**config.mk**
```make
export PLATFORM = sky130hd
export DESIGN_NAME = i2c_timing
export DESIGN_NICKNAME = d
export VERILOG_FILES = /design/src/i2c_pkg.sv /design/src/i2c_timing.sv
export SDC_FILE = /design/constraint.sdc
export NUM_CORES = 1
export LEC_CHECK = 0
export BUFFER_PORTS_ARGS = -buffer_cell sky130_fd_sc_hd__buf_4
export CELL_PAD_IN_SITES_DETAIL_PLACEMENT = 0
export CELL_PAD_IN_SITES_GLOBAL_PLACEMENT = 2
export CORE_UTILIZATION = 37
export DETAILED_ROUTE_END_ITERATION = 10
export PLACE_DENSITY = 0.94
export SYNTH_ARGS = -nofsm -noshare
export SYNTH_HDL_FRONTEND = slang
export SYNTH_SLANG_ARGS = --single-unit
```
**constraint.sdc**
```tcl
create_clock -name clock -period 5.8 [get_ports clock]
set_input_delay 1.16 -clock clock [delete_from_list [all_inputs] [get_ports clock]]
set_output_delay 1.16 -clock clock [all_outputs]
set_load 0.05 [all_outputs]
```
**src/i2c_pkg.sv**
```systemverilog
package i2c_pkg;

    ////////////////////////////////////////////////////////////////////////////
    // Widths and limits
    ////////////////////////////////////////////////////////////////////////////

    localparam int DIVIDER_WIDTH = 16;
    localparam int STRETCH_WIDTH = 16;
    localparam int FRAME_BITS    = 8;

    // Address byte, register byte and data byte back to back
    localparam int TX_CHAIN_BITS = 3 * FRAME_BITS;

    typedef logic [6:0]               device_addr_t;
    typedef logic [FRAME_BITS-1:0]    byte_t;
    typedef logic [DIVIDER_WIDTH-1:0] divider_t;
    typedef logic [STRETCH_WIDTH-1:0] stretch_count_t;
    typedef logic [3:0]               bit_count_t;
    typedef logic [1:0]               phase_t;

    // Divider ticks allowed with SCL held low in the wait phase
    localparam stretch_count_t STRETCH_LIMIT = 16'd255;

    typedef enum logic [3:0] {
        S_IDLE,
        S_START,
        S_ADDR_WRITE,
        S_REG_WRITE,
        S_DATA_WRITE,
        S_CHECK_ACK,
        S_RESTART,
        S_ADDR_READ,
        S_READ_DATA,
        S_SEND_NACK,
        S_SEND_STOP
    } seq_state_t;

endpackage

```
**src/i2c_timing.sv**
```systemverilog
`timescale 1ns/1ps

module i2c_timing (
    input  logic              clock,
    input  logic              reset_n,
    input  logic              timer_load,
    input  i2c_pkg::divider_t divider,
    output logic              tick,
    output logic              expired
);

    import i2c_pkg::*;

    divider_t       div_count;
    stretch_count_t stretch_count;

    ////////////////////////////////////////////////////////////////////////////
    // Bit phase tick
    ////////////////////////////////////////////////////////////////////////////

    // Compare with >= so a smaller divider written mid-count takes effect
    assign tick = (div_count >= divider);

    always_ff @(posedge clock) begin
        if (!reset_n) begin
            div_count <= '0;
        end else if (tick) begin
            div_count <= '0;
        end else begin
            div_count <= div_count + divider_t'(1);
        end
    end

    ////////////////////////////////////////////////////////////////////////////
    // Clock stretch timeout
    ////////////////////////////////////////////////////////////////////////////

    always_ff @(posedge clock) begin
        if (!reset_n) begin
            stretch_count <= STRETCH_LIMIT;
        end else if (timer_load) begin
            stretch_count <= STRETCH_LIMIT;
        end else if (tick && !expired) begin
            stretch_count <= stretch_count - stretch_count_t'(1);
        end
    end

    assign expired = (stretch_count == '0);

endmodule

```
==> flow_summary.ini, run 1 <==
[run_status]
status = finished clean

[clock_tree]
cts_max_path_buffers = 2
clk_pin_slew_ns = 0.07
holdBufCountCts = 0
cts.sinks = 32
htree_levels = 2
root_buffer = clkbuf_8
cts_setup_buffers = 0
cts_resized = 0
cts_tree = built
numCtsBuffers = 5
clk_latency_ns = 0.29

[synthesis]
synth_warnings = 0
ys_seq_area_share_pct = 34.0
synth_cell_types = 39
synth.avg_cell_area_um2 = 8.19
synthMuxAreaShare_pct = 0.531
ys_ff_latch = 32
synthSimpleGateAreaFrac_pct = 27.2
synth.net_count = 268
synthAdderAreaFrac_pct = 12.6
synth_top_family_by_area = simple AND/OR/NAND/NOR gates
synth_xor_area_share_pct = 6.04
syn_area_mm2 = 0.00188
synth_compound_area_share_pct = 12.6
synth_cells = 230

[route]
routed_wl_um = 3800
firstDrtPassIters = 4
drt-initial-drc-count = 95
ant_nets = 0
wl_per_cell_um = 12.0
detail_route.vias_per_cell = 5.11
vias = 1619
drc = 0

[sta]
timing.hold.ws_ns = 0.487
min_period_ns = 4.57
slew_viol_final = 0
max_slew_margin_pct = 48.1
setup_tns_ns = 0
hold_viol_final = 0
setup_viol = 0
tightest_slew_ns = 0.777
rsz0062_at_grt = no
max_freq_ghz = 0.219
period_share_pct = 78.7
skew_ns = 0.00333

[min_path]
hold_class = flop to flop
hold_path_depth = 2
min_from = stretch_count[11]

[critical_path]
rr_startpoint = div_count[0]
worstPathArrival_ns = 3.41
reg2reg_depth = 9
cp-startpoint = divider[0]
end_kind = output pin
worstPathRequired_ns = 4.64
path_class = primary input to output pin
critPathMaxFanout = 22
worstSetupStartpointType = primary input

[grt]
grt_pass1_vias = 1472
grt_pass1_wl_um = 6440
grt_max_degree = 23
grt_overflow_total = 0
antenna_found_initial = 0
track_usage_pct = 15.8

[pwr]
intPower_uw = 334
clkPwrFrac_pct = 41.3
powerDensity_mw_per_mm2 = 200
p_seq_share_pct = 51.8
p_sw_share_pct = 22.7
leakage_nw = 0.947
ir_worst_vdd_v = 0.0000824
switching_power_uw = 98.3
power_frac_comb_pct = 6.9

[job]
drv_cap = 0

[final_layout]
layout.cells.most_common = dfxtp_1
drive_above_1_share_pct = 11.6
area_delta_synth_final_pct = 15.1
antennaDiodeCount = 0
layout.nets = 287
layout_common_cells = dfxtp_1, inv_1, nor2_1, buf_4, ha_1

[floorplanning]
core_area_mm2 = 0.00482
start_util_pct = 39.1
die_area_mm2 = 0.00538
rows = 25
io_pins = 21
die_w_um = 73.4
fp.dieH_um = 73.4

[placement]
port_buffers = 20
gp_congestion = 0.759
hpwl_um = 2760
## through the flow
step                instance area (um^2)  instances  worst slack [ns]  power [mW]  utilization (%)
global route                        2170        317              1.06       0.451             45.0
finish                              2170        317              1.23       0.433             45.0
CTS                                 2170        317              1.25       0.439             45.0
detailed placement                  2080        309              1.27       0.259             43.1
floorplan                           1880        230              2.13       0.245                -
global placement                    2080        309              1.30       0.259             43.1
## per-layer routing
| layer | GRT usage [%] | routed length (um) |
|---|---|---|
| met1 | 21.4 | 1980 |
| met2 | 23.8 | 1580 |
| met3 | 4.53 | 184 |
| met4 | 5.77 | 60 |
| met5 | 0 | 0 |
## cell type report
class | instances | area (um^2)
timing repair buffer | 20 | 150
inverter | 23 | 91.3
fill | 502 | 2650
clock buffer | 8 | 90.1
sequential | 32 | 641
multi-input combinational | 167 | 1110
tap | 67 | 83.8
## power groups by stage
| stage | registers, mW | logic [mW] | clock network (mW) |
|---|---|---|---|
| after floorplan | 0.228 | 0.0172 | 0 |
| after global placement | 0.229 | 0.0302 | 0 |
| after detailed placement | 0.229 | 0.0303 | 0 |
| after CTS | 0.224 | 0.0304 | 0.184 |
| after global routing | 0.224 | 0.0339 | 0.193 |
| final | 0.224 | 0.0299 | 0.179 |
## synthesized netlist by cell type
cell	number	share of area, %
nand4_1	5	1.7
a31oi_1	1	0.33
and3_1	9	3.0
o311ai_1	1	0.46
inv_1	22	4.4
nand2_1	11	2.2
a22oi_1	1	0.40
nand2b_1	4	1.3
a41oi_1	1	0.46
o21ai_1	5	1.3
o211ai_1	3	1.2
nand3_1	14	3.7
a21oi_1	15	4.0
clkinv_4	1	0.46
xnor2_1	4	1.9
xor2_1	9	4.2
nand3b_1	1	0.40
nor2b_1	1	0.33
nor4_2	2	1.3
and4_1	1	0.46
and2_1	3	1.0
ha_1	19	13
nor4_1	3	1.0
a2111o_1	1	0.60
dfxtp_1	32	34
buf_2	2	0.53
o21ai_0	8	2.1
buf_6	1	0.60
a311oi_1	1	0.46
o31ai_1	2	0.80
o41ai_1	1	0.46
nand4b_1	1	0.46
nor2_1	21	4.2
or4_1	3	1.2
mux2i_1	1	0.53
nor3_1	6	1.6
or4b_1	2	1.1
or3_1	7	2.3
clkbuf_1	5	1.0
## flip-flops by register name, summed over array words and instances, names as in the netlist
signal and count:
div_count 16, stretch_count 16
## kinds of logic (layout without fill, tap and decap cells)
logic type / Yosys count / in the layout
AND/OR/NAND/NOR: 94 / 94
AO/OA/AOI/OAI: 40 / 40
flip-flops: 32 / 32
buffers and inverters: 31 / 51
adder cells (fa/ha/maj): 19 / 19
XOR/XNOR: 13 / 13
multiplexers: 1 / 1
## path summary, 6_finish.rpt
check / slack (ns) / end
worst max-delay path: 1.23 / tick
worst max register to register: 2.93 / stretch_count[2]
worst min register to register: 0.49 / stretch_count[11]
worst min-delay path: 0.49 / stretch_count[11]
## critical path: stages
cell and delay, ns:
buf_4 0.11, ha_1 0.27, nand2b_1 0.13, a2111o_1 0.40
a31oi_1 0.12, and2_1 0.57, inv_1 0.35, buf_4 0.29
No activity file was read; power rests on OpenSTA's default activity.
==> inputs of run 2 (changes only) <==
- CORE_UTILIZATION: 37 -> 34
- PLACE_DENSITY: 0.94 -> 0.89
- clock period: 5.8 -> 4.45 ns (I/O delays scaled with it)
==> flow_summary.ini, run 2 (same netlist as run 1, synthesis figures left out) <==
[final_layout]
antennaDiodeCount = 0
multi_input_area_mm2 = 0.00111
reg_top3 = div_count (16), stretch_count (16)
fillCellCount = 542
layout.nets = 288
layout_common_cells = dfxtp_1, inv_1, nor2_1, buf_4, ha_1
drive_above_1_share_pct = 12.7
seq_area_um2 = 641
area_delta_synth_final_pct = 17.6
layout.cells.most_common = dfxtp_1
fin_util_pct = 42.3

[route]
ant_nets = 0
routed_wl_um = 3850
drt-initial-drc-count = 54
vias = 1608
wl_per_cell_um = 12.0
firstDrtPassIters = 4
detail_route.vias_per_cell = 5.01
drc = 0

[floorplanning]
rows = 26
die_w_um = 76.4
fp.dieH_um = 76.4
die_area_mm2 = 0.00584
core_area_mm2 = 0.00524
io_pins = 21
start_util_pct = 36.0

[clock_tree]
htree_levels = 2
cts_max_path_buffers = 2
clk_latency_ns = 0.28
cts_resized = 0
cts_setup_buffers = 0
root_buffer = clkbuf_8
cts.sinks = 32
holdBufCountCts = 0
cts_tree = built
numCtsBuffers = 5
clk_pin_slew_ns = 0.07

[sta]
max_slew_margin_pct = 49.6
hold_viol_final = 0
setup_tns_ns = 0
tightest_slew_ns = 0.754
slew_viol_final = 0
skew_ns = 0.00690
period_share_pct = 81.6
rsz0062_at_grt = no
min_period_ns = 3.63
setup_ws_ns = 0.818
max_freq_ghz = 0.275
setup_viol = 0

[critical_path]
worstPathRequired_ns = 3.56
path_class = primary input to output pin
end_kind = output pin
worstPathArrival_ns = 2.74
critPathMaxFanout = 22
worstSetupStartpointType = primary input

[grt]
grt_overflow_total = 0
antenna_found_initial = 0
track_usage_pct = 15.0
grt_pass1_vias = 1535
grt_pass1_wl_um = 7060
grt_max_degree = 23

[min_path]
hold_class = flop to flop

[pwr]
ir_worst_vdd_v = 0.000138
leakage_nw = 0.970
powerDensity_mw_per_mm2 = 288

[placement]
hpwl_um = 2890
port_buffers = 20
gp_congestion = 0.759
pre_cts_slack_ns = 0.825

[run_status]
status = finished clean

[job]
drv_cap = 0
[run 2: cell types whose count changed in the layout (fill, tap and decap cells not counted), sizes merged]
| cell | before | now |
|---|---|---|
| clkbuf | 8 | 7 |
| bufinv | 0 | 1 |
| buf | 20 | 21 |
[run 2: routing by layer]
layer	part of all wire, %	vias to the layer above	global-route usage [%]
met2	43	20	23.2
met4	1.5	0	6.15
li1	-	856	-
met3	3.4	6	3.71
met1	52	726	19.8
met5	0	-	0
[run 2: cell type report]
class / count / share of cell area [%]
multi-input cells: 167 / 50.2
flip-flops and latches: 32 / 28.9
repair buffers: 21 / 7.11
well taps: 70 / 3.95
clock inverters: 1 / 1.36
clock buffers: 7 / 4.35
inverters: 23 / 4.12
[run 2: final timing paths]
check / startpoint / end / slack, ns / depth (start not counted)
min: stretch_count[15] / stretch_count[15] / 0.48 / 2
min reg2reg: stretch_count[15] / stretch_count[15] / 0.48 / 2
max: divider[0] / tick / 0.82 / 9
max reg2reg: div_count[0] / stretch_count[2] / 1.98 / 10
[run 2: power breakdown]
part | switching, mW | internal, mW | leakage [nW] | total (mW)
Combinational | 0.0183 | 0.0209 | 0.647 | 0.0391
Clock | 0.111 | 0.198 | 0.0645 | 0.308
Sequential | 0.00302 | 0.289 | 0.259 | 0.292
[run 2: worst max-delay path, stage by stage]
cell	delay [ns]
buf_4	0.11
ha_1	0.27
nand2b_1	0.14
a2111o_1	0.41
a31oi_1	0.12
and2_1	0.13
buf_4	0.21
inv_1	0.21
buf_4	0.25
[run 2: metrics by stage]
step / hold WS, ns / instance area, um^2 / power, mW / cells
after detailed placement: 0.466 / 2090 / 0.338 / 313
final: 0.481 / 2220 / 0.639 / 321
after global routing: 0.519 / 2220 / 0.667 / 321
after floorplan: 0.441 / 1880 / 0.320 / 230
after CTS: 0.479 / 2220 / 0.650 / 321
after global placement: 0.469 / 2090 / 0.338 / 313
