<file path="src/i2c_pkg.sv">
package i2c_pkg;

    ////////////////////////////////////////////////////////////////////////////
    // Widths and limits
    ////////////////////////////////////////////////////////////////////////////

    localparam int DIVIDER_WIDTH = 16;
    localparam int STRETCH_WIDTH = 16;
    localparam int FRAME_BITS    = 8;

    // Address byte, register byte and data byte back to back
    localparam int TX_CHAIN_BITS = 3 * FRAME_BITS;

    typedef logic [6:0]               device_addr_t;
    typedef logic [FRAME_BITS-1:0]    byte_t;
    typedef logic [DIVIDER_WIDTH-1:0] divider_t;
    typedef logic [STRETCH_WIDTH-1:0] stretch_count_t;
    typedef logic [3:0]               bit_count_t;
    typedef logic [1:0]               phase_t;

    // Divider ticks allowed with SCL held low in the wait phase
    localparam stretch_count_t STRETCH_LIMIT = 16'd255;

    typedef enum logic [3:0] {
        S_IDLE,
        S_START,
        S_ADDR_WRITE,
        S_REG_WRITE,
        S_DATA_WRITE,
        S_CHECK_ACK,
        S_RESTART,
        S_ADDR_READ,
        S_READ_DATA,
        S_SEND_NACK,
        S_SEND_STOP
    } seq_state_t;

endpackage

</file>
<file path="src/i2c_shift_unit.sv">
`timescale 1ns/1ps

module i2c_shift_unit (
    input  logic                  clock,
    input  logic                  reset_n,
    input  logic                  capture,
    input  logic                  shift_out,
    input  logic                  set_read_bit,
    input  logic                  sample,
    input  logic                  sda_in,
    input  i2c_pkg::device_addr_t device_address,
    input  i2c_pkg::byte_t        register_address,
    input  i2c_pkg::byte_t        write_data,
    output logic                  tx_bit,
    output i2c_pkg::byte_t        read_data
);

    import i2c_pkg::*;

    // Rotating chain, one bit per shift_out, MSB is on the wire next
    logic [TX_CHAIN_BITS-1:0] tx_chain;

    assign tx_bit = tx_chain[TX_CHAIN_BITS-1];

    ////////////////////////////////////////////////////////////////////////////
    // Outgoing bytes
    ////////////////////////////////////////////////////////////////////////////

    always_ff @(posedge clock) begin
        if (capture) begin
            tx_chain <= {device_address, 1'b0, register_address, write_data};
        end else if (set_read_bit) begin
            // Two frames sent, so the address byte now sits in the middle
            tx_chain <= {tx_chain[2*FRAME_BITS-1:FRAME_BITS+1], 1'b1,
                         tx_chain[2*FRAME_BITS-1:0]};
        end else if (shift_out) begin
            tx_chain <= {tx_chain[TX_CHAIN_BITS-2:0], tx_chain[TX_CHAIN_BITS-1]};
        end
    end

    ////////////////////////////////////////////////////////////////////////////
    // Incoming byte
    ////////////////////////////////////////////////////////////////////////////

    // MSB arrives first
    always_ff @(posedge clock) begin
        if (!reset_n) begin
            read_data <= '0;
        end else if (sample) begin
            read_data <= {read_data[FRAME_BITS-2:0], sda_in};
        end
    end

endmodule

</file>
<file path="config.mk">
export PLATFORM = sky130hd
export DESIGN_NAME = i2c_shift_unit
export DESIGN_NICKNAME = d
export VERILOG_FILES = /design/src/i2c_pkg.sv /design/src/i2c_shift_unit.sv
export SDC_FILE = /design/constraint.sdc
export NUM_CORES = 1
export LEC_CHECK = 0
export ABC_AREA = 1
export BUFFER_PORTS_ARGS = -buffer_cell sky130_fd_sc_hd__buf_2
export CORE_MARGIN = 1
export CORE_UTILIZATION = 46
export CTS_CLUSTER_DIAMETER = 40
export DETAILED_ROUTE_END_ITERATION = 8
export HOLD_SLACK_MARGIN = 0.02
export PLACE_DENSITY = 0.75
export SLEW_MARGIN = 20
export SYNTH_ARGS = -nofsm -noshare
export SYNTH_HDL_FRONTEND = slang
export SYNTH_SLANG_ARGS = --single-unit
export TNS_END_PERCENT = 50
</file>
<file path="constraint.sdc">
create_clock -name clock -period 1.8 [get_ports clock]
set_clock_uncertainty 0.15 [all_clocks]
set_input_delay 0 -clock clock [delete_from_list [all_inputs] [get_ports clock]]
set_output_delay 0 -clock clock [all_outputs]
set_load 0.01 [all_outputs]
</file>
==> results of run 1 <==
-- critical path, delay by kind of cell --
kind,cells,cell delay [ns]
buffers and inverters,2,0.82
AND/OR/NAND/NOR,2,0.62
-- layer usage --
metal	GRT usage, %	up-vias	wire length [um]
met4	10.10	0	72
li1	-	651	-
met5	0	-	0
met1	26.28	597	1350
met2	39.83	45	1790
met3	7.029	9	164
-- area by class of cell --
class	instances	area (sq um)
clock inverter	1	3.754
tap	31	38.79
timing repair buffer	78	585.6
inverter	5	18.77
multi-input combinational	108	450.4
fill	218	792.0
clock buffer	7	45.04
sequential	32	870.8
-- sequential cells by signal, indices dropped and copies added (netlist names) --
name,flops
tx_chain,24
read_data,8
-- power by group through the flow --
stage | Sequential [mW] | Combinational (mW) | Clock [mW]
5_1_grt | 0.899 | 0.267 | 0.420
4_1_cts | 0.892 | 0.238 | 0.385
3_5_place_dp | 0.909 | 0.170 | 0
2_1_floorplan | 0.908 | 0.0988 | 0
3_3_place_gp | 0.905 | 0.163 | 0
6_report | 0.893 | 0.242 | 0.374
-- stage by stage --
step | instance area [sq um] | hold slack (ns) | util, % | total power [mW] | worst slack [ns]
floorplan | 1395 | -0.01510 | - | 1.007 | 0.3502
global placement | 1592 | 0.07002 | 56.74 | 1.068 | 0.3345
detailed placement | 1592 | 0.08688 | 56.74 | 1.079 | 0.2959
CTS | 2021 | 0.02372 | 72.03 | 1.515 | 0.03561
global route | 2013 | 0.04060 | 71.77 | 1.586 | 0.1558
finish | 2013 | 0.03789 | 71.77 | 1.509 | 0.2405
-- cell usage in the layout, fill, tap and decap left out, drive strengths merged --
cell type / count
clkinv: 1
nor2: 20
nand2: 65
buf: 40
edfxtp: 23
o21ai: 9
nand3: 14
dlygate4sd3: 37
dfxtp: 9
clkbuf: 8
inv: 5
-- timing repair --
| item | in CTS | in global routing |
|---|---|---|
| hold endpoints to repair | 32 | 0 |
| hold buffers | 38 | 0 |
| gates resized for setup | 0 | 1 |
| setup endpoints to repair | 0 | 8 |
-- kinds of logic after synthesis --
group / Yosys count / share of synthesized area, %
simple gates: 99 / 29.06
flops: 32 / 62.42
buf+inv: 11 / 5.291
compound gates: 9 / 3.228
-- worst max path at each step --
stage,slack [ns],end
after floorplan,0.35,tx_chain[0]$_DFFE_PP_
after global routing,0.16,tx_chain[17]$_DFFE_PP_
after CTS,0.04,read_data[0]$_SDFFE_PN0P_
after detailed placement,0.30,tx_chain[14]$_DFFE_PP_
final,0.24,tx_chain[17]$_DFFE_PP_
after global placement,0.33,tx_chain[10]$_DFFE_PP_
==> results.json, run 1 <==
{
  "ys_seq_elements": 32,
  "period_minus_slack_ns": 1.559,
  "cts_tree": "built",
  "path_max_fanout": 26,
  "p_switching_mw": 0.3674,
  "hold_start": "set_read_bit",
  "end_kind": "register",
  "dp_hpwl_um": 2013,
  "synth_common_cells": "65 x nand2_1, 23 x edfxtp_1, 19 x nor2_1",
  "grtUsageTotal_pct": 23.00,
  "clk_latency_ns": 0.33,
  "post_cts.repair.setup_buffers": 0,
  "hold_viol": 0,
  "fp-row-count": 19,
  "detail_route.iter0.violations": 71,
  "finalSetupViolations": 0,
  "start_util_pct": 49.73,
  "syn-cell-area_sq_um": 1395,
  "fin_cells": 262,
  "grt_pass1_vias": 1282,
  "drive_gt1_share_pct": 20.35,
  "totalWireLength_um": 3378,
  "synth.largest_area_cell": "edfxtp_1",
  "finalNetCount": 260,
  "slowest_stage": "dlygate4sd3_1",
  "synth.area.top_cells": "edfxtp_1 50%, nand2_1 17%, dfxtp_1 13%",
  "viasPerCell": 4.969,
  "hold_class": "primary input to register",
  "drc": 7,
  "synth-async-reset-ratio_pct": 0,
  "grt-ovfl-total": 0,
  "synth_top_cell_area_share_pct": 49.51,
  "path_clk_slew_ns": 0.09,
  "p_per_area_nw_per_um2": 749.4,
  "worstMarginPinSlew_ns": 0.3126,
  "place.gp.congestion": 0.7711,
  "finalMaxSlewViolations": 0,
  "outcome": "finished with violations",
  "rsz0062_at_grt": "false",
  "r2r-end": "tx_chain[16]$_SDFFE_PP0P_",
  "required_ns": 1.68,
  "setup_tns_ns": 0,
  "yosysSeqAreaShare_pct": 62.42,
  "crit_path_max_incr_delay_ns": 0.54,
  "violations": "DRC",
  "combPwrFrac_pct": 16.0,
  "cp.arrival_ns": 1.44,
  "cap_violations": 0,
  "worstRegToRegCells": 5,
  "cp-start-kind": "primary input",
  "worst-setup-path-type": "primary input to register",
  "fmax_ghz": 0.6412,
  "fp.dieH_um": 57.07,
  "worstPathCellList": "dlygate4sd3_1, clkbuf_4, nor2_8, nand2_1",
  "cts-root-buf": "clkbuf_4",
  "dieArea_sq_um": 3257,
  "routedWlPerCell_um": 12.89,
  "vias": 1302,
  "finalCritPeriodShare_pct": 86.64,
  "seqPwrFrac_pct": 59.2,
  "h-tree-depth": 2,
  "pwr-share-clk_pct": 24.8,
  "cp-startpoint": "capture",
  "clock_path_buffers": 2,
  "clock_sinks": 32,
  "area_growth_pct": 44.30,
  "portBuffers": 38,
  "die-width_um": 57.07,
  "vdd_ir_drop_max_uv": 551.7,
  "grt_max_degree": 27,
  "min_to": "tx_chain[19]$_DFFE_PP_",
  "syn_inst": 151,
  "antenna_found_initial": 0,
  "relSlewSlack_pct": 79.16,
  "yosys_warnings": 0,
  "rrSetupSlack_ns": 0.33,
  "ys.flop_type": "edfxtp_1",
  "antenna_cells": 0,
  "hold_depth": 3,
  "syn_nets": 181,
  "synth_edf_count": 23,
  "ant_nets": 0,
  "p_sw_share_pct": 24.35,
  "core-area_sq_um": 2805,
  "dp.cells": 217,
  "synth.most_common_cell": "nand2_1",
  "synth_area_per_cell_sq_um": 9.239,
  "intPower_mw": 1.141,
  "netlist-cell-type-count": 10,
  "cellLeakagePower_nw": 0.9533,
  "grt_first_pass_wirelength_um": 5506,
  "drt-pass1-iter-count": 6,
  "numCtsBuffers": 5,
  "r2r_start": "tx_chain[15]$_DFFE_PP_",
  "ios": 39
}
(Power assumes the default switching activity.)
==> inputs of run 2 (changes only) <==
--- a/config.mk
+++ b/config.mk
@@ -8,8 +8,10 @@
 export ABC_AREA = 1
 export BUFFER_PORTS_ARGS = -buffer_cell sky130_fd_sc_hd__buf_2
+export CORE_ASPECT_RATIO = 0.7
 export CORE_MARGIN = 1
 export CORE_UTILIZATION = 46
 export CTS_CLUSTER_DIAMETER = 40
 export DETAILED_ROUTE_END_ITERATION = 8
+export GPL_ROUTABILITY_DRIVEN = 1
 export HOLD_SLACK_MARGIN = 0.02
 export PLACE_DENSITY = 0.75
--- a/constraint.sdc
+++ b/constraint.sdc
@@ -3,3 +3,3 @@
 set_input_delay 0 -clock clock [delete_from_list [all_inputs] [get_ports clock]]
 set_output_delay 0 -clock clock [all_outputs]
-set_load 0.01 [all_outputs]
+set_load 0.1 [all_outputs]
==> results.json, run 2 (synthesis gave the netlist of run 1 again) <==
{
  "setup_tns_ns": 0,
  "fin_cells": 259,
  "postPlaceCellArea_sq_um": 1590,
  "antenna_cells": 0,
  "p_per_area_nw_per_um2": 895.9,
  "worst-setup-path-type": "primary input to register",
  "reg_top3": "tx_chain x24, read_data x8",
  "finalNetCount": 253,
  "grtUsageTotal_pct": 22.83,
  "ant_nets": 0,
  "grt_max_degree": 25,
  "layout_common_cells": "65 x nand2_1, 38 x buf_2, 31 x dlygate4sd3_1",
  "core-area_sq_um": 2843,
  "grt_first_pass_wirelength_um": 5043,
  "post-route-util_pct": 70.25,
  "path_clk_slew_ns": 0.06,
  "dp.cells": 221,
  "detail_route.iter0.violations": 86,
  "drc": 0,
  "totalPowerFinal_mw": 1.789,
  "end_kind": "register",
  "cts-root-buf": "clkbuf_8",
  "fmax_ghz": 0.6348,
  "cp.arrival_ns": 1.59,
  "clock_path_buffers": 2,
  "cts_tree": "built",
  "cellLeakagePower_nw": 0.9497,
  "place.gp.congestion": 0.7823,
  "dieArea_sq_um": 3260,
  "routedWlPerCell_um": 12.44,
  "path_max_fanout": 9,
  "portBuffers": 38,
  "hold_viol": 0,
  "clk_latency_ns": 0.28,
  "drive_gt1_share_pct": 21.52,
  "area_growth_pct": 43.14,
  "fp.dieH_um": 48.08,
  "final_common_cell": "nand2_1",
  "drt-pass1-iter-count": 4,
  "cap_violations": 0,
  "cp-start-kind": "primary input",
  "fp-row-count": 16,
  "largest_reg_flops": 24,
  "rsz0062_at_grt": "false",
  "relSlewSlack_pct": 67.86,
  "finalCritPeriodShare_pct": 87.52,
  "cts_resized": 0,
  "post_cts.repair.setup_buffers": 0,
  "grt-ovfl-total": 0,
  "hold_class": "primary input to register",
  "grt_pass1_vias": 1160,
  "die-width_um": 67.82,
  "worstMarginPinSlew_ns": 0.4854,
  "ios": 39,
  "clock_sinks": 32,
  "outcome": "finished, final reports clean",
  "top_register": "tx_chain",
  "h-tree-depth": 2,
  "vdd_ir_drop_max_uv": 489.6,
  "antenna_found_initial": 0,
  "required_ns": 1.82,
  "vias": 1236,
  "numCtsBuffers": 5,
  "finalMaxSlewViolations": 0,
  "dp_hpwl_um": 2092,
  "start_util_pct": 49.08,
  "totalWireLength_um": 3222,
  "stdcell_area_sq_um": 1997,
  "viasPerCell": 4.772,
  "postCtsHoldBufs": 31,
  "period_minus_slack_ns": 1.575,
  "finalSetupViolations": 0
}
run 2: per-stage QoR:
step | setup WS (ns) | hold slack (ns)
after floorplan | 0.3468 | -0.01510
after global placement | 0.6284 | 0.06981
after detailed placement | 0.5568 | 0.1108
after CTS | 0.2541 | 0.04005
after global routing | 0.1468 | 0.1085
final | 0.2247 | 0.03920
run 2: power by group:
part | switching [mW] | internal [mW]
logic | 0.206 | 0.113
registers | 0.0282 | 0.866
clock network | 0.236 | 0.340
total | 0.470 | 1.32
run 2: metal layers:
metal | share of wire, % | up-vias | GRT usage, %
met5 | 0 | - | 0
met4 | 0.90 | 0 | 8.750
met3 | 6.8 | 7 | 7.381
met2 | 48 | 46 | 38.22
met1 | 44 | 550 | 28.22
li1 | - | 633 | -
run 2: path summary, 6_finish.rpt:
| kind | slack, ns | cells after the start | to | start |
|---|---|---|---|---|
| min reg2reg | 0.35 | 2 | read_data[6]$_SDFFE_PN0P_ | read_data[5]$_SDFFE_PN0P_ |
| max reg2reg | 0.39 | 3 | read_data[0]$_SDFFE_PN0P_ | read_data[0]$_SDFFE_PN0P_ |
| max | 0.22 | 6 | read_data[0]$_SDFFE_PN0P_ | sample |
| min | 0.04 | 5 | tx_chain[16]$_SDFFE_PP0P_ | set_read_bit |
run 2: layout make-up:
class	count	area, sq um
flip-flops and latches	32	870.8
fillers	210	845.8
repair buffers	71	515.5
multi-input cells	108	450.4
clock buffers	7	96.34
well taps	36	45.04
inverters	5	18.77
run 2: critical path, stage by stage:
cell	delay [ns]
dlygate4sd3_1	0.52
buf_2	0.18
inv_1	0.15
nor2_1	0.13
nor2_1	0.06
dlygate4sd3_1	0.56
