`config.mk`:
```
export PLATFORM = sky130hd
export DESIGN_NAME = i2c_sequencer
export DESIGN_NICKNAME = d
export VERILOG_FILES = /design/src/i2c_pkg.sv /design/src/i2c_sequencer.sv
export SDC_FILE = /design/constraint.sdc
export NUM_CORES = 1
export LEC_CHECK = 0
export ABC_CLOCK_PERIOD_IN_PS = 2450
export BUFFER_PORTS_ARGS = -buffer_cell sky130_fd_sc_hd__buf_2
export CAP_MARGIN = 0
export CORE_ASPECT_RATIO = 1.1
export CORE_MARGIN = 4
export CORE_UTILIZATION = 55
export CTS_CLUSTER_DIAMETER = 200
export DETAILED_ROUTE_END_ITERATION = 8
export PLACE_DENSITY = 0.86
export REMOVE_ABC_BUFFERS = 1
export SETUP_SLACK_MARGIN = 0.15
export SYNTH_ARGS = -nofsm -noshare
export SYNTH_HDL_FRONTEND = slang
export SYNTH_SLANG_ARGS = --single-unit
export TNS_END_PERCENT = 10
```
`constraint.sdc`:
```
create_clock -name clock -period 2.45 [get_ports clock]
set_clock_uncertainty 0.2 [all_clocks]
set_input_delay 0.49 -clock clock [delete_from_list [all_inputs] [get_ports clock]]
set_output_delay 0.49 -clock clock [all_outputs]
set_load 0.02 [all_outputs]
```
`src/i2c_pkg.sv`:
```
package i2c_pkg;

    ////////////////////////////////////////////////////////////////////////////
    // Widths and limits
    ////////////////////////////////////////////////////////////////////////////

    localparam int DIVIDER_WIDTH = 16;
    localparam int STRETCH_WIDTH = 16;
    localparam int FRAME_BITS    = 8;

    // Address byte, register byte and data byte back to back
    localparam int TX_CHAIN_BITS = 3 * FRAME_BITS;

    typedef logic [6:0]               device_addr_t;
    typedef logic [FRAME_BITS-1:0]    byte_t;
    typedef logic [DIVIDER_WIDTH-1:0] divider_t;
    typedef logic [STRETCH_WIDTH-1:0] stretch_count_t;
    typedef logic [3:0]               bit_count_t;
    typedef logic [1:0]               phase_t;

    // Divider ticks allowed with SCL held low in the wait phase
    localparam stretch_count_t STRETCH_LIMIT = 16'd255;

    typedef enum logic [3:0] {
        S_IDLE,
        S_START,
        S_ADDR_WRITE,
        S_REG_WRITE,
        S_DATA_WRITE,
        S_CHECK_ACK,
        S_RESTART,
        S_ADDR_READ,
        S_READ_DATA,
        S_SEND_NACK,
        S_SEND_STOP
    } seq_state_t;

endpackage

```
`src/i2c_sequencer.sv`:
```
`timescale 1ns/1ps

module i2c_sequencer (
    input  logic clock,
    input  logic reset_n,
    input  logic enable,
    input  logic read_write,
    input  logic tick,
    input  logic expired,
    input  logic tx_bit,
    input  logic scl_in,
    input  logic sda_in,
    output logic busy,
    output logic timer_load,
    output logic capture,
    output logic shift_out,
    output logic set_read_bit,
    output logic sample,
    output logic scl_out,
    output logic sda_out,
    output logic scl_drive,
    output logic sda_drive
);

    import i2c_pkg::*;

    seq_state_t state;
    seq_state_t post_state;
    phase_t     phase;
    bit_count_t bit_count;
    logic       rw_q;
    logic       ack_low;
    logic       load_tx;
    logic       in_frame;

    assign busy         = (state != S_IDLE);
    assign capture      = (state == S_IDLE) && enable;
    assign timer_load   = (phase == 2'd0);
    assign set_read_bit = tick && (phase == 2'd3) && (state == S_RESTART);
    assign sample       = tick && (phase == 2'd2) && (state == S_READ_DATA);
    assign scl_drive    = (state != S_IDLE);
    assign sda_drive    = !(state inside {S_IDLE, S_CHECK_ACK, S_READ_DATA});
    assign in_frame     = state inside {S_ADDR_WRITE, S_REG_WRITE, S_DATA_WRITE,
                                        S_ADDR_READ, S_READ_DATA};

    // Next outgoing bit is put on SDA while SCL is low
    always_comb begin
        load_tx = 1'b0;
        if (tick && phase == 2'd3) begin
            case (state)
                S_START:      load_tx = 1'b1;
                S_ADDR_WRITE,
                S_REG_WRITE,
                S_DATA_WRITE,
                S_ADDR_READ:  load_tx = (bit_count != '0);
                S_CHECK_ACK:  load_tx = ack_low && (post_state inside {S_REG_WRITE,
                                                                       S_DATA_WRITE});
                default:      load_tx = 1'b0;
            endcase
        end
    end

    assign shift_out = load_tx;

    ////////////////////////////////////////////////////////////////////////////
    // Transaction FSM, four ticks per bus bit
    ////////////////////////////////////////////////////////////////////////////

    always_ff @(posedge clock) begin
        if (!reset_n) begin
            state      <= S_IDLE;
            post_state <= S_IDLE;
            phase      <= '0;
            bit_count  <= '0;
            rw_q       <= 1'b0;
            ack_low    <= 1'b0;
            scl_out    <= 1'b1;
            sda_out    <= 1'b1;
        end else if (state == S_IDLE) begin
            phase   <= '0;
            scl_out <= 1'b1;
            sda_out <= 1'b1;
            if (enable) begin
                state      <= S_START;
                post_state <= S_ADDR_WRITE;
                rw_q       <= read_write;
            end
        end else if (tick) begin
            phase <= phase + 2'd1;
            if (state == S_START) begin
                case (phase)
                    2'd1: sda_out <= 1'b0;
                    2'd2: bit_count <= bit_count_t'(FRAME_BITS);
                    2'd3: begin
                        scl_out <= 1'b0;
                        state   <= post_state;
                    end
                    default: ;
                endcase
            end else begin
                case (phase)
                    2'd0: scl_out <= 1'b1;
                    2'd1: begin
                        // Slave still holds SCL low
                        if (!scl_in) begin
                            phase <= phase;
                            if (expired) begin
                                state <= S_IDLE;
                                phase <= '0;
                            end
                        end
                    end
                    2'd2: begin
                        if (state == S_SEND_STOP) begin
                            sda_out <= 1'b1;
                        end else if (state != S_RESTART) begin
                            scl_out <= 1'b0;
                        end
                        if (in_frame) begin
                            bit_count <= bit_count - bit_count_t'(1);
                        end
                        if (state == S_CHECK_ACK) begin
                            ack_low <= !sda_in;
                        end
                    end
                    2'd3: begin
                        case (state)
                            S_ADDR_WRITE,
                            S_REG_WRITE,
                            S_DATA_WRITE,
                            S_ADDR_READ: begin
                                if (bit_count == '0) begin
                                    state <= S_CHECK_ACK;
                                    case (state)
                                        S_ADDR_WRITE: post_state <= S_REG_WRITE;
                                        S_REG_WRITE:  post_state <= rw_q ? S_RESTART
                                                                         : S_DATA_WRITE;
                                        S_DATA_WRITE: post_state <= S_SEND_STOP;
                                        default:      post_state <= S_READ_DATA;
                                    endcase
                                end
                            end
                            S_CHECK_ACK: begin
                                bit_count <= bit_count_t'(FRAME_BITS);
                                if (ack_low) begin
                                    state   <= post_state;
                                    sda_out <= (post_state != S_SEND_STOP);
                                end else begin
                                    // NACK ends the transaction
                                    state   <= S_SEND_STOP;
                                    sda_out <= 1'b0;
                                end
                            end
                            S_READ_DATA: begin
                                if (bit_count == '0) begin
                                    state   <= S_SEND_NACK;
                                    sda_out <= 1'b1;
                                end
                            end
                            S_SEND_NACK: begin
                                state   <= S_SEND_STOP;
                                sda_out <= 1'b0;
                            end
                            S_RESTART: begin
                                state      <= S_START;
                                post_state <= S_ADDR_READ;
                            end
                            default: state <= S_IDLE;
                        endcase
                    end
                    default: ;
                endcase
            end
            if (load_tx) begin
                sda_out <= tx_bit;
            end
        end
    end

endmodule

```
==> results of run 1 <==
## path summary, 6_finish.rpt
kind / startpoint / endpoint / slack (ns) / depth (start not counted)
hold / removal: read_write / rw_q / 0.25 / 3
setup / recovery: state[0] / shift_out / 0.07 / 5
hold reg to reg: bit_count[1] / bit_count[1] / 0.27 / 2
setup reg to reg: bit_count[0] / state[1] / 0.22 / 7
## cell families (layout without fill, tap and decap cells)
group | Yosys count | in the layout | share of synthesized area (%)
XOR/XNOR | 3 | 3 | 1.70
adder cells (fa/ha/maj) | 5 | 5 | 4.04
flip-flops | 18 | 18 | 23.3
multiplexers | 8 | 8 | 5.17
AO/OA/AOI/OAI | 54 | 54 | 24.7
AND/OR/NAND/NOR | 81 | 81 | 31.8
buffers and inverters | 32 | 52 | 9.30
## per-layer routing
layer	wire length (um)	share of wire, %
met1	1700	43
met2	1910	48
met3	294	7.4
met4	49	1.2
met5	0	0
## power groups by stage
stage                     registers (uW)  logic (uW)  clock network, uW
after floorplan                      379         307                  0
after global placement               359         458                  0
after detailed placement             360         464                  0
after CTS                            357         468                195
after global routing                 367         553                209
final                                360         500                192
## tightest hold or removal path, stage by stage
cell	delay (ns)
buf_2	0.07
mux2i_1	0.05
nor2b_1	0.10
## cells in the final DEF (no fill, tap or decap), drive strengths merged, types with 5 or more instances in the layout
cell	Yosys	final
buf	9	34
nand2	23	23
nor2b	5	5
o21ai	14	14
nand4	5	5
nor2	9	9
nand2b	6	6
a21oi	11	11
mux2i	8	8
inv	14	14
ha	5	5
dfxtp	18	18
## state kept, by name (all words and copies together) (netlist names)
signal / count
bit_count: 4
post_state: 4
ack_low: 1
phase: 2
sda_out: 1
rw_q: 1
scl_out: 1
state: 4
## final cells by class
class                   count  share of cell area (%)
repair buffers             34                    13.0
well taps                  31                    2.13
flip-flops and latches     18                    20.4
inverters                  14                    2.89
clock buffers               4                    1.99
multi-input cells         151                    59.6
## metrics by stage
stage	instances	setup TNS [ns]	setup slack, ns	hold WS (ns)	area, um^2
floorplan	183	0	0.0646	0.249	1460
finish	252	0	0.0679	0.249	1820
global placement	241	0	0.267	0.263	1650
global route	252	-0.0206	-0.0206	0.286	1820
detailed placement	241	0	0.227	0.276	1650
CTS	248	0	0.0832	0.243	1750
## what timing repair did
item | in CTS | in global routing
resized for setup | 11 | 10
pin swaps | 4 | 4
buffers inserted | 3 | 4
setup endpoints to repair | 5 | 10
==> impl_metrics.yaml, run 1 <==
status:
  status: "completed"
power_and_ir_drop:
  switching_share_pct: 40.4
  switching_power_uw: 425
  clock_power_share_pct: 18.3
  total_power_uw: 1050
  p_int_uw: 627
  powerDensity_nw_per_um2: 579
  p_leak_uw: 0.000706
  combPwrFrac_pct: 47.5
  power_frac_seq_pct: 34.2
  max-vdd-ir-drop_mv: 0.438
sta:
  max-slew-margin-rel_pct: 72.6
  fin_crit_ns: 2.38
  fin_crit_sh_pct: 97.2
  tightest_slew_ns: 0.407
  slew_violations: 0
  hold_viol: 0
  rsz0062_at_grt: "true"
  max_freq_mhz: 420
  finalSetupViolCount: 0
routing:
  wire_per_inst_um: 15.7
  dr_total_vias: 1569
  avgViaCountPerCell: 6.23
  first_iter_violations: 70
  totalWireLength_um: 3950
  drtPass1Iterations: 4
  ant_nets: 0
  route.detailed.drc: 0
yosys:
  synth-seq-cells: 18
  synthArstFlopShare_pct: 0
  ys_warn_count: 0
  synthFlopType: "dfxtp_1"
  avgSynthCellArea_um2: 7.70
  postSynthCellCount: 201
  synth_edf_count: 0
  yosys-top-cells-count: "nand2_1 (23), dfxtp_1 (18), inv_1 (14), o21ai_0 (13), a21oi_1 (11)"
  yosys-top-cells-area: "dfxtp_1 (23%), nand2_1 (5.6%), mux2i_1 (5.2%)"
  syn_area_um2: 1550
  ys_seq_area_share_pct: 23.3
  yosysMostFrequentCell: "nand2_1"
  yosysTopAreaCell: "dfxtp_1"
  synth_top_area_share_pct: 23.3
  yosys.cell_types.count: 56
placement:
  io_buffers: 18
  place.gp.congestion: 0.892
  dp_hpwl_um: 2710
global_routing:
  grt_usage_pct: 22.4
  grt_pass1_wl_um: 6670
  met3_usage_pct: 3.47
  use_met2_pct: 34.5
  antenna_found_initial: 0
  met1_usage_pct: 31.5
  grt_overflow: 0
  grt_max_degree: 25
  grt_pass1_vias: 1442
  grt_busiest_layer: "met2"
setup_path:
  slowest_delay_ns: 0.44
  path_cells: "and2b_2, xnor2_2, o41a_1, nand2_1, buf_6"
  cp.arrival_ns: 1.69
  crit_path_max_fanout: 2
  crit_type: "reg -> out"
  critPathTopFamily: "compound AO/OA/AOI/OAI gates"
  end_kind: "primary output"
  critPathLaunchType: "flop"
  cp_num_buf_inv: 1
  slowest_stage: "o41a_1"
  crit_required_ns: 1.76
clock_tree:
  cts_sinks: 18
  cts_hold_buf: 0
  path_clk_slew_ns: 0.10
  clock-root-buffer: "clkbuf_4"
  clkLatencyLatePin_ns: 0.31
  cts_inserted_buffers: 3
  clk_path_buf_depth: 2
  cts_tree: "built"
  cts-htree-levels: 1
hold_path:
  hold_class: "in -> reg"
die:
  die_w_um: 58.6
  dieArea_um2: 3730
  fp.coreArea_um2: 2590
  pin_count: 19
  fp-row-count: 19
  die_y_um: 63.6
  initial_core_util_pct: 59.7
final_layout:
  multi_input_area_um2: 1080
  nFillCells: 222
  final_util_pct: 70.2
  drive_above_1_share_pct: 24.9
  insertedDiodeCount: 0
  nets: 236
  seq_area_um2: 372
  areaGrowthSynthToFinish_pct: 17.5
flow_run:
  max_cap_violations: 0
No activity file was read; power rests on OpenSTA's default activity.
==> run 2: changes to the inputs <==
ABC_CLOCK_PERIOD_IN_PS = 2700   (was 2450)
clock period = 2.7 ns   (was 2.45 ns; I/O delays follow)
==> run 2 against run 1 <==
Via count fell by 0.25%. Largest cell class unchanged. Register-to-register slack improved by 0.27 ns. Sequential power fell by 9.4%. Critical path depth did not move. Global-route usage fell by 1.4 points. Sequential share of layout area rose by 0.61 points. Core utilization fell by 3.4 points. Clock power fell by 9%. Combinational power fell by 11%. Die area did not move.
==> impl_metrics.yaml, run 2 (synthesized netlist as in run 1, its figures left out) <==
status:
  status: "completed"
routing:
  dr_total_vias: 1565
  wire_per_inst_um: 15.7
  first_iter_violations: 68
  ant_nets: 0
  totalWireLength_um: 3890
  route.detailed.drc: 0
  avgViaCountPerCell: 6.31
  drtPass1Iterations: 4
die:
  fp-row-count: 19
  initial_core_util_pct: 59.7
  dieArea_um2: 3730
  die_y_um: 63.6
  pin_count: 19
  die_w_um: 58.6
  fp.coreArea_um2: 2590
setup_path:
  end_kind: "primary output"
  critPathLaunchType: "flop"
  reg2reg_slack_ns: 0.49
  crit_type: "reg -> out"
  r2r-start: "bit_count[0]"
  crit_path_start: "state[0]"
  crit_required_ns: 1.96
  crit_path_max_fanout: 4
  cp.arrival_ns: 1.72
sta:
  rsz0062_at_grt: "false"
  max-slew-margin-rel_pct: 71.5
  fin_crit_sh_pct: 91.2
  max_freq_mhz: 406
  fin_crit_ns: 2.46
  finalSetupTns_ns: 0
  tightest_slew_ns: 0.424
  slew_violations: 0
  finalSetupViolCount: 0
  hold_viol: 0
final_layout:
  layout_common_cells: "nand2_1 (23), buf_2 (17), dfxtp_1 (15)"
  finalInstanceArea_um2: 1730
  layout_commonest_cell: "nand2_1"
  nets: 232
  nFillCells: 221
  reg_top3: "bit_count: 4 flops, post_state: 4 flops, state: 4 flops"
  drive_above_1_share_pct: 20.7
  final_util_pct: 66.8
  areaGrowthSynthToFinish_pct: 11.8
  insertedDiodeCount: 0
global_routing:
  antenna_found_initial: 0
  grt_max_degree: 26
  grt_pass1_wl_um: 6410
  use_met2_pct: 33.2
  grt_busiest_layer: "met2"
  grt_overflow: 0
  grt_pass1_vias: 1403
  grt_usage_pct: 20.9
  met3_usage_pct: 3.47
  met1_usage_pct: 28.8
power_and_ir_drop:
  max-vdd-ir-drop_mv: 0.490
  total_power_uw: 948
  p_leak_uw: 0.000669
  powerDensity_nw_per_um2: 548
placement:
  io_buffers: 18
  place.gp.congestion: 0.859
  dp_hpwl_um: 2730
  placedInstanceArea_um2: 1640
clock_tree:
  path_clk_slew_ns: 0.11
  cts_tree: "built"
  cts-htree-levels: 1
  clkLatencyLatePin_ns: 0.30
  cts_inserted_buffers: 3
  clock-root-buffer: "clkbuf_4"
  cts_hold_buf: 0
  clk_path_buf_depth: 2
  cts_sinks: 18
flow_run:
  max_cap_violations: 0
hold_path:
  hold_class: "reg -> reg"
  worstHoldStart: "bit_count[0]"
run 2: changes by cell type in the layout (fill, tap and decap cells not counted), sizes merged:
cell / before / now
buf: 34 / 30
run 2: worst paths after layout:
| check | endpoint | depth (start not counted) |
|---|---|---|
| setup / recovery | shift_out | 5 |
| setup reg to reg | state[0] | 7 |
| hold / removal | bit_count[0] | 2 |
| hold reg to reg | bit_count[0] | 2 |
run 2: final cells by class:
cell class                      instances  area [um^2]  share of cell area (%)
Clock buffer                            4         36.3                    2.10
Timing Repair Buffer                   30          183                    10.6
Sequential cell                        18          364                    21.0
Multi-Input combinational cell        151         1060                    61.0
Inverter                               14         52.6                    3.04
Tap cell                               31         38.8                    2.24
run 2: report_power, final:
| part | total, uW | switching (uW) | internal [uW] |
|---|---|---|---|
| sequential | 326 | 33.2 | 293 |
| combinational | 447 | 260 | 187 |
| clock | 175 | 93.1 | 82.1 |
run 2: per-layer routing:
layer	up-vias	wire (um)
met5	-	0
met4	0	60
met3	8	266
met2	71	1860
met1	719	1700
li1	767	-
run 2: worst max-delay path, cell delays in order (launching register included):
cell and delay [ns]:
dfxtp_1 0.34, and2b_2 0.25, xnor2_1 0.15, o41a_1 0.47
nand2_1 0.08, buf_4 0.13
run 2: timing repair:
action                                  CTS  global route
gates resized for setup                   2             4
buffers inserted                          0             5
pin swaps                                 0             1
endpoints found under the setup margin    1             1
run 2: per-stage QoR:
stage               instances  hold WS [ns]  worst slack [ns]
floorplan                 183         0.249             0.265
global placement          239         0.266             0.458
detailed placement        239         0.269             0.449
CTS                       243         0.293             0.151
global route              248         0.328             0.163
finish                    248         0.301             0.237
